[src/hw/video_pkg.sv]
package video_pkg;

    // ====================
    // Shared widths
    // ====================
    localparam int ADDR_WIDTH    = 10;     // Frame buffer address
    localparam int COUNTER_WIDTH = 12;     // Timing generator counters
    localparam int CHANNEL_WIDTH = 8;
    localparam int PIXEL_WIDTH   = 3 * CHANNEL_WIDTH;

    // ====================
    // Mode encodings
    // ====================
    typedef enum logic [1:0] {
        COLOR_RGB    = 2'd0,   // Unchanged
        COLOR_BGR    = 2'd1,   // Red and blue swapped
        COLOR_GREY   = 2'd2,   // (R + 2G + B) / 4 on all channels
        COLOR_INVERT = 2'd3    // 255 - x
    } color_mode_t;

    typedef enum logic [1:0] {
        GAMMA_LINEAR   = 2'd0,
        GAMMA_DARKEN   = 2'd1, // x*x / 256
        GAMMA_BRIGHTEN = 2'd2, // 255 - (255-x)^2 / 256
        GAMMA_RESERVED = 2'd3  // Same as linear
    } gamma_mode_t;

endpackage

[src/hw/video2ram.sv]
`timescale 1ns/100ps

module video2ram #(
    parameter int H_START      = 8,
    parameter int H_END        = 40,
    parameter int V_START_P    = 4,
    parameter int V_END_P      = 24,
    parameter int V_START_I    = 2,
    parameter int V_END_I      = 14,
    parameter int BUFFER_LINES = 4,
    parameter int TRIGGER_ADDR = 70,
    parameter int RAM_WORDS    = 512
) (
    input  logic                                 clock,
    input  logic                                 nreset,
    input  logic [video_pkg::CHANNEL_WIDTH-1:0]  red,
    input  logic [video_pkg::CHANNEL_WIDTH-1:0]  green,
    input  logic [video_pkg::CHANNEL_WIDTH-1:0]  blue,
    input  logic [video_pkg::COUNTER_WIDTH-1:0]  counter_x,
    input  logic [video_pkg::COUNTER_WIDTH-1:0]  counter_y,
    input  logic                                 line_doubler,
    output logic                                 wren,
    output logic [video_pkg::ADDR_WIDTH-1:0]     wraddr,
    output logic [video_pkg::PIXEL_WIDTH-1:0]    wrdata,
    output logic                                 starttrigger
);
    localparam int CW          = video_pkg::COUNTER_WIDTH;
    localparam int AW          = video_pkg::ADDR_WIDTH;
    localparam int LINE_LENGTH = H_END - H_START;

    localparam logic [CW-1:0] H_START_C      = CW'(H_START);
    localparam logic [CW-1:0] H_END_C        = CW'(H_END);
    localparam logic [CW-1:0] V_START_P_C    = CW'(V_START_P);
    localparam logic [CW-1:0] V_END_P_C      = CW'(V_END_P);
    localparam logic [CW-1:0] V_START_I_C    = CW'(V_START_I);
    localparam logic [CW-1:0] V_END_I_C      = CW'(V_END_I);
    localparam logic [CW-1:0] BUFFER_LINES_C = CW'(BUFFER_LINES);
    localparam logic [AW-1:0] LINE_STEP      = AW'(LINE_LENGTH);
    localparam logic [AW-1:0] BASE_LIMIT     = AW'(RAM_WORDS - LINE_LENGTH);
    localparam logic [AW-1:0] TRIGGER_C      = AW'(TRIGGER_ADDR);

    logic          line_doubler_reg;
    logic [CW-1:0] v_start;
    logic [CW-1:0] v_end;
    logic [CW-1:0] x_offset;
    logic [CW-1:0] y_offset;
    logic [AW-1:0] line_base;
    logic [AW-1:0] capture_addr;
    logic          h_active;
    logic          v_active;
    logic          capture;
    logic          trigger_hit;

    // ====================
    // Window decode
    // ====================
    assign v_start = line_doubler_reg ? V_START_I_C : V_START_P_C;
    assign v_end   = line_doubler_reg ? V_END_I_C : V_END_P_C;

    assign h_active = (counter_x >= H_START_C) && (counter_x < H_END_C);
    assign v_active = (counter_y >= v_start) && (counter_y < v_end);
    assign capture  = h_active && v_active;

    assign x_offset     = counter_x - H_START_C;
    assign y_offset     = counter_y - v_start;
    assign capture_addr = line_base + x_offset[AW-1:0];

    // Only within the first lines of the active window
    assign trigger_hit = (y_offset < BUFFER_LINES_C) && (capture_addr == TRIGGER_C);

    // ====================
    // Control registers
    // ====================
    always_ff @(posedge clock or negedge nreset) begin
        if (!nreset) begin
            line_doubler_reg <= 1'b0;
            line_base        <= '0;
            wren             <= 1'b0;
            starttrigger     <= 1'b0;
        end else begin
            line_doubler_reg <= line_doubler;

            if (counter_x == H_END_C) begin    // Once per line
                if (v_active && line_base < BASE_LIMIT) begin
                    line_base <= line_base + LINE_STEP;
                end else begin
                    line_base <= '0;
                end
            end

            wren         <= capture;
            starttrigger <= capture && trigger_hit;
        end
    end

    // Pixel and address, held outside the window
    always_ff @(posedge clock) begin
        if (capture) begin
            wraddr <= capture_addr;
            wrdata <= {red, green, blue};
        end
    end

endmodule

[config.mk]
export PLATFORM = sky130hd
export DESIGN_NAME = video2ram
export DESIGN_NICKNAME = d
export VERILOG_FILES = /design/src/hw/video_pkg.sv /design/src/hw/video2ram.sv
export SDC_FILE = /design/constraint.sdc
export NUM_CORES = 1
export LEC_CHECK = 0
export ABC_AREA = 1
export BUFFER_PORTS_ARGS = -buffer_cell sky130_fd_sc_hd__buf_2
export CORE_ASPECT_RATIO = 0.9
export CORE_MARGIN = 2
export CORE_UTILIZATION = 53
export DETAILED_ROUTE_END_ITERATION = 8
export PLACE_DENSITY = 0.85
export REMOVE_ABC_BUFFERS = 1
export SLEW_MARGIN = 20
export SYNTH_ARGS = -nofsm -noshare
export SYNTH_HDL_FRONTEND = slang
export SYNTH_SLANG_ARGS = --single-unit
[constraint.sdc]
create_clock -name clock -period 7.1 [get_ports clock]
set_input_delay 1.42 -clock clock [delete_from_list [all_inputs] [get_ports clock]]
set_output_delay 1.42 -clock clock [all_outputs]
set_load 0.02 [all_outputs]
==> impl_metrics.csv <==
group,metric,value,unit
floorplan,placementRows,23,
clocking,cts_sinks,42,
detailed_routing,wl,4.99,mm
detailed_routing,dr.pass1.iters,4,
critical_path,path_depth,9,
clocking,cts_tree,"yes",
global_route,antenna_found_initial,0,
synthesis,syn_area_per_cell,9.04,um^2
status,status,"finished clean",
clocking,ctsHoldBuffers,0,
sta,max_freq,308,MHz
placed_design,hpwlAfterDp,4.04,mm
synthesis,ys_warn_count,0,
clocking,cts_buffers,5,
floorplan,io_pins,87,
synthesis,synth_enable_flop_cells,34,
global_route,grt_pass1_vias,1859,
critical_path,worst-path-buf-inv,2,
detailed_routing,drt_iter0_drc,127,
power,p_leak,1.55,nW
layout,diodes,0,
layout,largest_register,"wrdata",
synthesis,ys_ff_latch,42,
sta,tns,0,ps
critical_path,cp_max_fo,36,
critical_path,startpoint_type,"input port",
sta,maxSlewViolCount,0,
critical_path,critPathRequiredTime,7020,ps
clocking,clock_path_buffers,2,
clocking,cts_root_buf,"clkbuf_8",
layout,nets,425,
sta,setup_viol,0,
critical_path,rr_endpoint,"wrdata[11]",
critical_path,rrSetupSlack,4590,ps
power,power_density,185,nW/um^2
synthesis,async_flop_share,19.0,%
global_route,grt_pass1_wl,7.82,mm
layout,final_common_cell,"buf_2",
layout,largest_reg_flops,24,
critical_path,arrival,3170,ps
detailed_routing,via_count,1997,
min_path,min_from,"line_base[7]",
floorplan,design.core.area,4370,um^2
detailed_routing,wl_per_cell,11.9,um
floorplan,die_y,67.4,um
synthesis,synthDistinctLibCells,27,
sta,worst_slew_pin_slew,941,ps
min_path,hold_path_end,"line_base[7]",
critical_path,cpMostUsedCell,"nand2_1",
placed_design,gp_congestion,0.862,
clocking,cts-htree-levels,2,
clocking,path_clk_slew,80,ps
detailed_routing,postRouteAntennaNets,0,
detailed_routing,viasPerCell,4.78,
min_path,whs_path_depth,2,
synthesis,synth-main-ff-cell,"edfxtp_1",
global_route,grt_max_degree,37,
layout,layout_common_cells,"buf_2 (86), nand2_1 (62), inv_1 (56)",
power,peakVddDrop,0.0000837,V
synthesis,netlist.area_leader.share,43.1,%
sta,period_share,45.7,%
floorplan,dieArea,5020,um^2
critical_path,crit_type,"in -> reg",
sta,worst_clock_skew,6.26,ps
clocking,clk_latency,290,ps
clocking,post_cts.repair.setup_buffers,0,
synthesis,synth_top_area_cell,"edfxtp_1",
layout,largestRegisters,"wrdata x24, wraddr x10, line_base x5",
synthesis,syn_inst,262,
layout,fin_util,69.0,%
detailed_routing,drc,0,
synthesis,synth_seq_area_share,51.6,%
floorplan,die_x,74.4,um
sta,rsz0062_at_grt,"false",
critical_path,path_delay_family,"simple AND/OR/NAND/NOR gates",
layout,area_growth,27.5,%
critical_path,ff2ff_path_depth,9,
synthesis,synth_top_cells_by_area,"edfxtp_1 (43%), nand2_1 (9.8%), ha_1 (9.5%)",
min_path,hp-class,"reg -> reg",
synthesis,mappedNetlistArea,2370,um^2
global_route,grt_usage,20.7,%
critical_path,r2r-start,"line_doubler_reg",
sta,final-hold-violation-count,0,
sta,max_slew_margin,37.1,%
critical_path,cp_slowest_stage_delay,720,ps
layout,fillers,357,
sta,fin_crit,3250,ps
global_route,gr-total-overflow,0,
job,cap_viol_max_count,0,
critical_path,crit_path_cell_trace,"buf_2, ha_1, nor2_1, inv_1, nand2_1, nor2_2, o21ai_2, nand2_1, nor2_4",
clocking,ctsResizeCount,0,
critical_path,crit_path_end_kind,"flip-flop",
placed_design,portBuffers,86,
floorplan,initial_core_util,54.1,%
critical_path,crit_slowest_cell,"nor2_4",
layout,drive_gt1_share,32.0,%
-- through the flow --
stage	area [um^2]	total power, mW	hold slack, ps	setup slack, ps	cells
6_report	3020	0.557	577	3850	418
5_1_grt	3020	0.578	620	3700	418
4_1_cts	3020	0.559	586	3860	418
3_5_place_dp	2880	0.340	564	3560	410
3_3_place_gp	2880	0.338	558	3670	410
2_1_floorplan	2370	0.313	529	3640	262
-- cell type report --
class / count / area [um^2] / area share, %
clock buffer: 5 / 68.8 / 2.28
timing repair buffer: 86 / 430 / 14.3
tap: 62 / 77.6 / 2.57
multi-input combinational: 161 / 930 / 30.8
sequential: 42 / 1220 / 40.5
inverter: 59 / 221 / 7.34
clock inverter: 3 / 68.8 / 2.28
-- cells in the mapped netlist, types with 2 or more instances --
master	number
o22ai_1	2
o21bai_1	2
nor2_1	23
nand2_2	2
nand2_1	62
xor2_1	3
nand4_1	3
a21oi_1	4
inv_1	56
nand3_1	19
nor2_2	9
dfrtp_1	8
nand3b_1	2
ha_1	18
inv_2	3
nor3_1	2
edfxtp_1	34
-- worst max-delay path by stage --
| stage | start | to | slack, ps |
|---|---|---|---|
| 2_1_floorplan | counter_y[2] | wraddr[0] | 3640 |
| 3_3_place_gp | counter_y[2] | wrdata[16] | 3670 |
| 3_5_place_dp | counter_y[2] | wrdata[1] | 3560 |
| 4_1_cts | counter_y[2] | wrdata[15] | 3860 |
| 5_1_grt | counter_y[2] | wraddr[0] | 3700 |
| 6_report | counter_y[2] | wrdata[11] | 3850 |
-- cell families after synthesis --
family / Yosys count / share of synthesized area, %
AO/OA/AOI/OAI: 12 / 3.28
adder cells (fa/ha/maj): 19 / 10.4
AND/OR/NAND/NOR: 126 / 24.2
buffers and inverters: 59 / 9.36
flip-flops: 42 / 51.6
other: 1 / 0.158
XOR/XNOR: 3 / 1.11
-- where the power goes --
group | switching (mW) | internal, mW | leakage [nW] | total, mW
Combinational | 0.0394 | 0.0278 | 1.09 | 0.0672
Clock | 0.0806 | 0.141 | 0.0683 | 0.221
Sequential | 0.000846 | 0.268 | 0.394 | 0.268
-- layer usage --
metal | vias to the layer above | routed length, um | GRT usage (%)
met5 | - | 0 | 0
met4 | 0 | 78 | 7.37
met3 | 10 | 396 | 5.37
met2 | 83 | 2370 | 35.8
met1 | 888 | 2140 | 25.0
li1 | 1016 | - | -
-- worst register-to-register path, delay by kind of cell, from the launching register on --
kind            cells  cell delay [ps]
flops               1              460
buf+inv             2              130
compound gates      1               70
simple gates        5             1160
fa+ha+maj           1              300
No activity file was read; power rests on OpenSTA's default activity.
