File: src/hw/video_pkg.sv
package video_pkg;

    // ====================
    // Shared widths
    // ====================
    localparam int ADDR_WIDTH    = 10;     // Frame buffer address
    localparam int COUNTER_WIDTH = 12;     // Timing generator counters
    localparam int CHANNEL_WIDTH = 8;
    localparam int PIXEL_WIDTH   = 3 * CHANNEL_WIDTH;

    // ====================
    // Mode encodings
    // ====================
    typedef enum logic [1:0] {
        COLOR_RGB    = 2'd0,   // Unchanged
        COLOR_BGR    = 2'd1,   // Red and blue swapped
        COLOR_GREY   = 2'd2,   // (R + 2G + B) / 4 on all channels
        COLOR_INVERT = 2'd3    // 255 - x
    } color_mode_t;

    typedef enum logic [1:0] {
        GAMMA_LINEAR   = 2'd0,
        GAMMA_DARKEN   = 2'd1, // x*x / 256
        GAMMA_BRIGHTEN = 2'd2, // 255 - (255-x)^2 / 256
        GAMMA_RESERVED = 2'd3  // Same as linear
    } gamma_mode_t;

endpackage

File: src/hw/color_conv.sv
`timescale 1ns/100ps

module color_conv (
    input  logic                                clock,
    input  logic                                nreset,
    input  video_pkg::color_mode_t              color_mode,
    input  logic                                in_wren,
    input  logic [video_pkg::ADDR_WIDTH-1:0]    in_wraddr,
    input  logic [video_pkg::CHANNEL_WIDTH-1:0] in_red,
    input  logic [video_pkg::CHANNEL_WIDTH-1:0] in_green,
    input  logic [video_pkg::CHANNEL_WIDTH-1:0] in_blue,
    input  logic                                in_starttrigger,
    output logic                                wren,
    output logic [video_pkg::ADDR_WIDTH-1:0]    wraddr,
    output logic [video_pkg::PIXEL_WIDTH-1:0]   wrdata,
    output logic                                starttrigger
);
    localparam int CHW = video_pkg::CHANNEL_WIDTH;

    logic [CHW+1:0]                      grey_sum;
    logic [CHW-1:0]                      grey;
    logic [video_pkg::PIXEL_WIDTH-1:0]   converted;

    // R + 2G + B, then drop two bits
    assign grey_sum = {2'b00, in_red} + {1'b0, in_green, 1'b0} + {2'b00, in_blue};
    assign grey     = grey_sum[CHW+1:2];

    always_comb begin
        case (color_mode)
            video_pkg::COLOR_RGB:    converted = {in_red, in_green, in_blue};
            video_pkg::COLOR_BGR:    converted = {in_blue, in_green, in_red};
            video_pkg::COLOR_GREY:   converted = {grey, grey, grey};
            video_pkg::COLOR_INVERT: converted = ~{in_red, in_green, in_blue};
            default:                 converted = {in_red, in_green, in_blue};
        endcase
    end

    always_ff @(posedge clock or negedge nreset) begin
        if (!nreset) begin
            wren         <= 1'b0;
            starttrigger <= 1'b0;
        end else begin
            wren         <= in_wren;
            starttrigger <= in_starttrigger;
        end
    end

    always_ff @(posedge clock) begin
        if (in_wren) begin
            wraddr <= in_wraddr;
            wrdata <= converted;
        end
    end

endmodule

File: config.mk
export PLATFORM = sky130hd
export DESIGN_NAME = color_conv
export DESIGN_NICKNAME = d
export VERILOG_FILES = /design/src/hw/video_pkg.sv /design/src/hw/color_conv.sv
export SDC_FILE = /design/constraint.sdc
export NUM_CORES = 1
export LEC_CHECK = 0
export ABC_AREA = 0
export ABC_CLOCK_PERIOD_IN_PS = 800
export BUFFER_PORTS_ARGS = -buffer_cell sky130_fd_sc_hd__buf_2
export CAP_MARGIN = 20
export CORE_ASPECT_RATIO = 1.75
export CORE_MARGIN = 10
export CORE_UTILIZATION = 47
export CTS_BUF_LIST = sky130_fd_sc_hd__clkbuf_2 sky130_fd_sc_hd__clkbuf_4 sky130_fd_sc_hd__clkbuf_8
export DETAILED_ROUTE_END_ITERATION = 10
export GPL_ROUTABILITY_DRIVEN = 0
export GPL_TIMING_DRIVEN = 0
export PLACE_DENSITY = 0.91
export SLEW_MARGIN = 25
export SYNTH_ARGS = -nofsm -noshare
export SYNTH_HDL_FRONTEND = slang
export SYNTH_SLANG_ARGS = --single-unit
File: constraint.sdc
create_clock -name clock -period 0.8 [get_ports clock]
set_clock_uncertainty 0.1 [all_clocks]
set_input_delay 0.08 -clock clock [delete_from_list [all_inputs] [get_ports clock]]
set_output_delay 0.08 -clock clock [all_outputs]
set_load 0.03 [all_outputs]
==> results_tabular.tex <==
\begin{tabular}{lr}
\hline
Metric & Value \\
\hline
\multicolumn{2}{l}{\textbf{Synth}} \\
\quad Cell count after synthesis & 198 \\
\quad Number of nets produced by synthesis & 253 \\
\quad Synthesized area per cell & 11.15 um\^{}2 \\
\quad Main synth FF type & edfxtp\_1 \\
\quad Yosys top cell area share & 46.23\% \\
\quad EDFF count, synth & 34 \\
\quad Number of distinct library cells after synthesis & 43 \\
\quad Count of state elements after synthesis & 36 \\
\quad Cell taking the most area after synthesis & edfxtp\_1 \\
\quad Part of the Yosys area used for sequential elements & 48.50\% \\
\quad Count of warnings emitted by yosys & 0 \\
\quad Fraction of registers with async set/reset & 5.556\% \\
\quad Post-synthesis cell area & 0.002208 mm\^{}2 \\
\quad Cell types occupying the most area after synthesis & edfxtp\_1 46\%, fa\_1 7.3\%, a21oi\_1 4.1\% \\
\multicolumn{2}{l}{\textbf{STA}} \\
\quad RSZ-0062 raised after global routing & true \\
\quad Final period demand of the worst path & 2.285 ns \\
\quad Final worst path period share & 285.6\% \\
\quad Fin worst setup slack & -1.485 ns \\
\quad Final setup vio count & 60 \\
\quad Slew margin rel. & 63.92\% \\
\quad Number of max-slew violations in the final report & 0 \\
\quad Hold violation total from the final report & 0 \\
\quad Peak clock frequency supported by timing & 437.6 MHz \\
\quad Transition time of the tightest slew-check pin & 0.5412 ns \\
\quad Hold\_ws & 0.02162 ns \\
\multicolumn{2}{l}{\textbf{Die}} \\
\quad Horizontal die dimension & 71.82 um \\
\quad Row Count & 33 \\
\quad Die Footprint & 0.007948 mm\^{}2 \\
\quad Number of top-level design ports & 76 \\
\quad Core footprint & 0.004624 mm\^{}2 \\
\quad Starting Density & 47.75\% \\
\quad Vertical die dimension & 110.7 um \\
\multicolumn{2}{l}{\textbf{Worst setup path}} \\
\quad CP Launch Type & input port \\
\quad Slowest library cell on the worst path & fa\_1 \\
\quad Signal arrival time at the worst endpoint & 2.19 ns \\
\quad Largest incremental delay on the critical path & 0.51 ns \\
\quad Data required, critical path & 0.71 ns \\
\quad Cell-by-cell trace of the critical path & buf\_8 > inv\_4 > fa\_1 > and3b\_2 > fa\_2 > a21o\_1 > a21oi\_2 > o21ai\_2 > buf\_6 > mux2i\_1 > o211ai\_1 \\
\quad Crit path max fanout & 2 \\
\quad Setup Crit Path Kind & input port to flip-flop \\
\quad Kind of end point of the critical path & flip-flop \\
\multicolumn{2}{l}{\textbf{Power}} \\
\quad Static leakage & 1.444 nW \\
\quad Pwr dens & 1970 mW/mm\^{}2 \\
\quad Total power draw & 6.755 mW \\
\quad VDD IR-drop max & 1.392 mV \\
\multicolumn{2}{l}{\textbf{Placed design}} \\
\quad Placed Area & 0.002664 mm\^{}2 \\
\quad Input/output buffers & 74 \\
\quad Setup Slack @ Placement & -2.032 ns \\
\quad Half-perimeter wire length after placement & 4.724 mm \\
\multicolumn{2}{l}{\textbf{Outcome}} \\
\quad Violated checks & negative setup slack \\
\quad Run status & finished with violations \\
\multicolumn{2}{l}{\textbf{Clock tree}} \\
\quad Clock-pin slew reported for the worst setup and hold paths after clock tree synthesis & 0.07 ns \\
\quad Buffer levels on the longest clock path & 2 \\
\quad Number of CTS-inserted buffers & 5 \\
\quad Total number of clock tree sinks & 36 \\
\quad Depth of the CTS H-tree & 2 \\
\quad Clock root buffer master & clkbuf\_8 \\
\quad CTS tree & built \\
\multicolumn{2}{l}{\textbf{Global route}} \\
\quad Wire length of the first global-routing pass & 10.67 mm \\
\quad All-Layer GR Usage & 16.39\% \\
\quad Global-route congestion overflow total & 0 \\
\quad Largest net degree at the start of global routing & 36 \\
\quad Via count of the first global-routing pass & 2201 \\
\quad Antenna violations before repair & 0 \\
\multicolumn{2}{l}{\textbf{Route}} \\
\quad Drt via density & 5.881 \\
\quad ANT nets after route & 0 \\
\quad Wire length reported by the detailed router & 7.003 mm \\
\quad Number of remaining DRC errors & 0 \\
\quad Met1 layer wirelength in the final routing & 2.318 mm \\
\quad Metal3 WL & 435 um \\
\quad Mean routed wirelength per cell & 19.89 um \\
\quad DRC violation total after the first TritonRoute iteration & 191 \\
\quad Highest metal layer used by the detailed router & met4 \\
\quad Drt pass-1 iters & 5 \\
\quad Met2 wire len & 3.990 mm \\
\quad Routed vias & 2070 \\
\multicolumn{2}{l}{\textbf{Final layout}} \\
\quad Count of antenna diodes in the layout & 0 \\
\quad Share of cells above drive strength 1 & 45.33\% \\
\quad Relative area change from synthesis to final layout & 55.24\% \\
\quad Fin area & 0.003428 mm\^{}2 \\
\quad Total Nets Final & 354 \\
\multicolumn{2}{l}{\textbf{Min path}} \\
\quad Min-Delay Path Class & input port to asynchronous set/reset pin \\
\multicolumn{2}{l}{\textbf{Flow run}} \\
\quad Number of max-cap violations & 0 \\
\hline
\end{tabular}
==> per-layer routing <==
metal  vias up  global-route usage (%)
met5         -                       0
li1        944                       -
met1       997                   16.18
met3        23                   3.136
met4         0                   7.263
met2       106                   30.91
==> synthesized netlist by cell type, types with 2 or more instances <==
| master | instances |
|---|---|
| xnor2_1 | 2 |
| clkbuf_1 | 8 |
| o22ai_1 | 2 |
| ha_1 | 7 |
| a21o_1 | 2 |
| buf_2 | 3 |
| a211oi_1 | 5 |
| dfrtp_1 | 2 |
| mux2i_1 | 7 |
| a21oi_1 | 18 |
| inv_1 | 6 |
| nor2_1 | 13 |
| a221o_1 | 2 |
| fa_1 | 8 |
| nand3_1 | 4 |
| edfxtp_1 | 34 |
| or2_2 | 4 |
| and2_1 | 2 |
| o21ai_0 | 11 |
| a31oi_1 | 6 |
| nand2_1 | 16 |
| a21boi_0 | 2 |
| o211ai_1 | 3 |
| nand2b_1 | 9 |
| nor3_1 | 3 |
| and3_1 | 2 |
==> power breakdown <==
part	total [mW]	internal (mW)	switching (mW)	leakage, nW
Sequential	2.43	2.33	0.0953	0.356
Combinational	2.91	1.34	1.57	1.03
Clock	1.42	0.819	0.599	0.0549
==> repair_timing <==
item / CTS / global route
setup buffers: 7 / 5
setup endpoints to repair: 94 / 64
endpoints found under the hold margin: 13 / 0
pin swaps: 15 / 15
cloned: 0 / 0
gates resized for setup: 92 / 31
hold buffers: 12 / 0
==> registers in the layout (all words and copies together), names as in the netlist <==
signal / flops
wrdata: 24
wraddr: 10
starttrigger: 1
wren: 1
==> how the worst max path moves through the flow <==
stage	start	cells past startpoint	slack (ns)	to
3_5_place_dp	in_blue[1]	10	-2.03	wrdata[7]
6_report	in_blue[1]	11	-1.49	wrdata[13]
3_3_place_gp	in_blue[1]	10	-2.00	wrdata[15]
5_1_grt	in_blue[1]	11	-1.54	wrdata[3]
4_1_cts	in_blue[1]	11	-1.42	wrdata[13]
2_1_floorplan	in_red[1]	10	-1.76	wrdata[15]
==> cells by family after synthesis <==
family	Yosys count	synth area share (%)
flip-flops	36	48.50
multiplexers	7	3.173
AND/OR/NAND/NOR	59	13.60
XOR/XNOR	3	1.190
AO/OA/AOI/OAI	61	19.26
buffers and inverters	17	3.059
adder cells (fa/ha/maj)	15	11.22
==> metrics by stage <==
stage                     std cells  TNS (ns)  util [%]
after floorplan                 198    -33.54         -
after global placement          324    -49.84     57.60
after detailed placement        324    -51.07     57.60
after CTS                       351    -36.94     70.32
after global routing            352    -39.52     74.13
final                           352    -37.50     74.13
==> placed cells by master (no fill, tap or decap), types with 3 or more instances in the layout <==
cell	n
buf_6	41
buf_2	35
edfxtp_1	34
nand2_1	16
a21oi_1	13
nor2_1	11
dlygate4sd3_1	10
nand2b_1	9
buf_4	8
clkbuf_1	7
clkbuf_8	7
a31oi_1	6
o21ai_0	6
fa_1	6
a21oi_2	5
mux2i_1	5
o21ai_1	4
or2_2	4
a211oi_1	4
inv_4	3
inv_1	3
nand3_1	3
o211ai_1	3
nor3_1	3
ha_1	3
ha_4	3
==> cell type report <==
type / count / area, um^2
Multi-Input combinational cell: 145 / 1270
Fill cell: 288 / 1196
Sequential cell: 36 / 1071
Timing Repair Buffer: 94 / 822.0
Clock buffer: 8 / 103.9
Buffer: 11 / 66.31
Tap cell: 52 / 65.06
Inverter: 6 / 30.03
==> critical path: cells and delay by family <==
kind,cells,cell delay (ns)
AOI/OAI and AO/OA,4,0.59
muxes,1,0.17
adders and majority gates,2,0.86
buffers and inverters,3,0.25
and+or+nand+nor,1,0.23
Note: power is estimated with default switching activity, not from simulation.
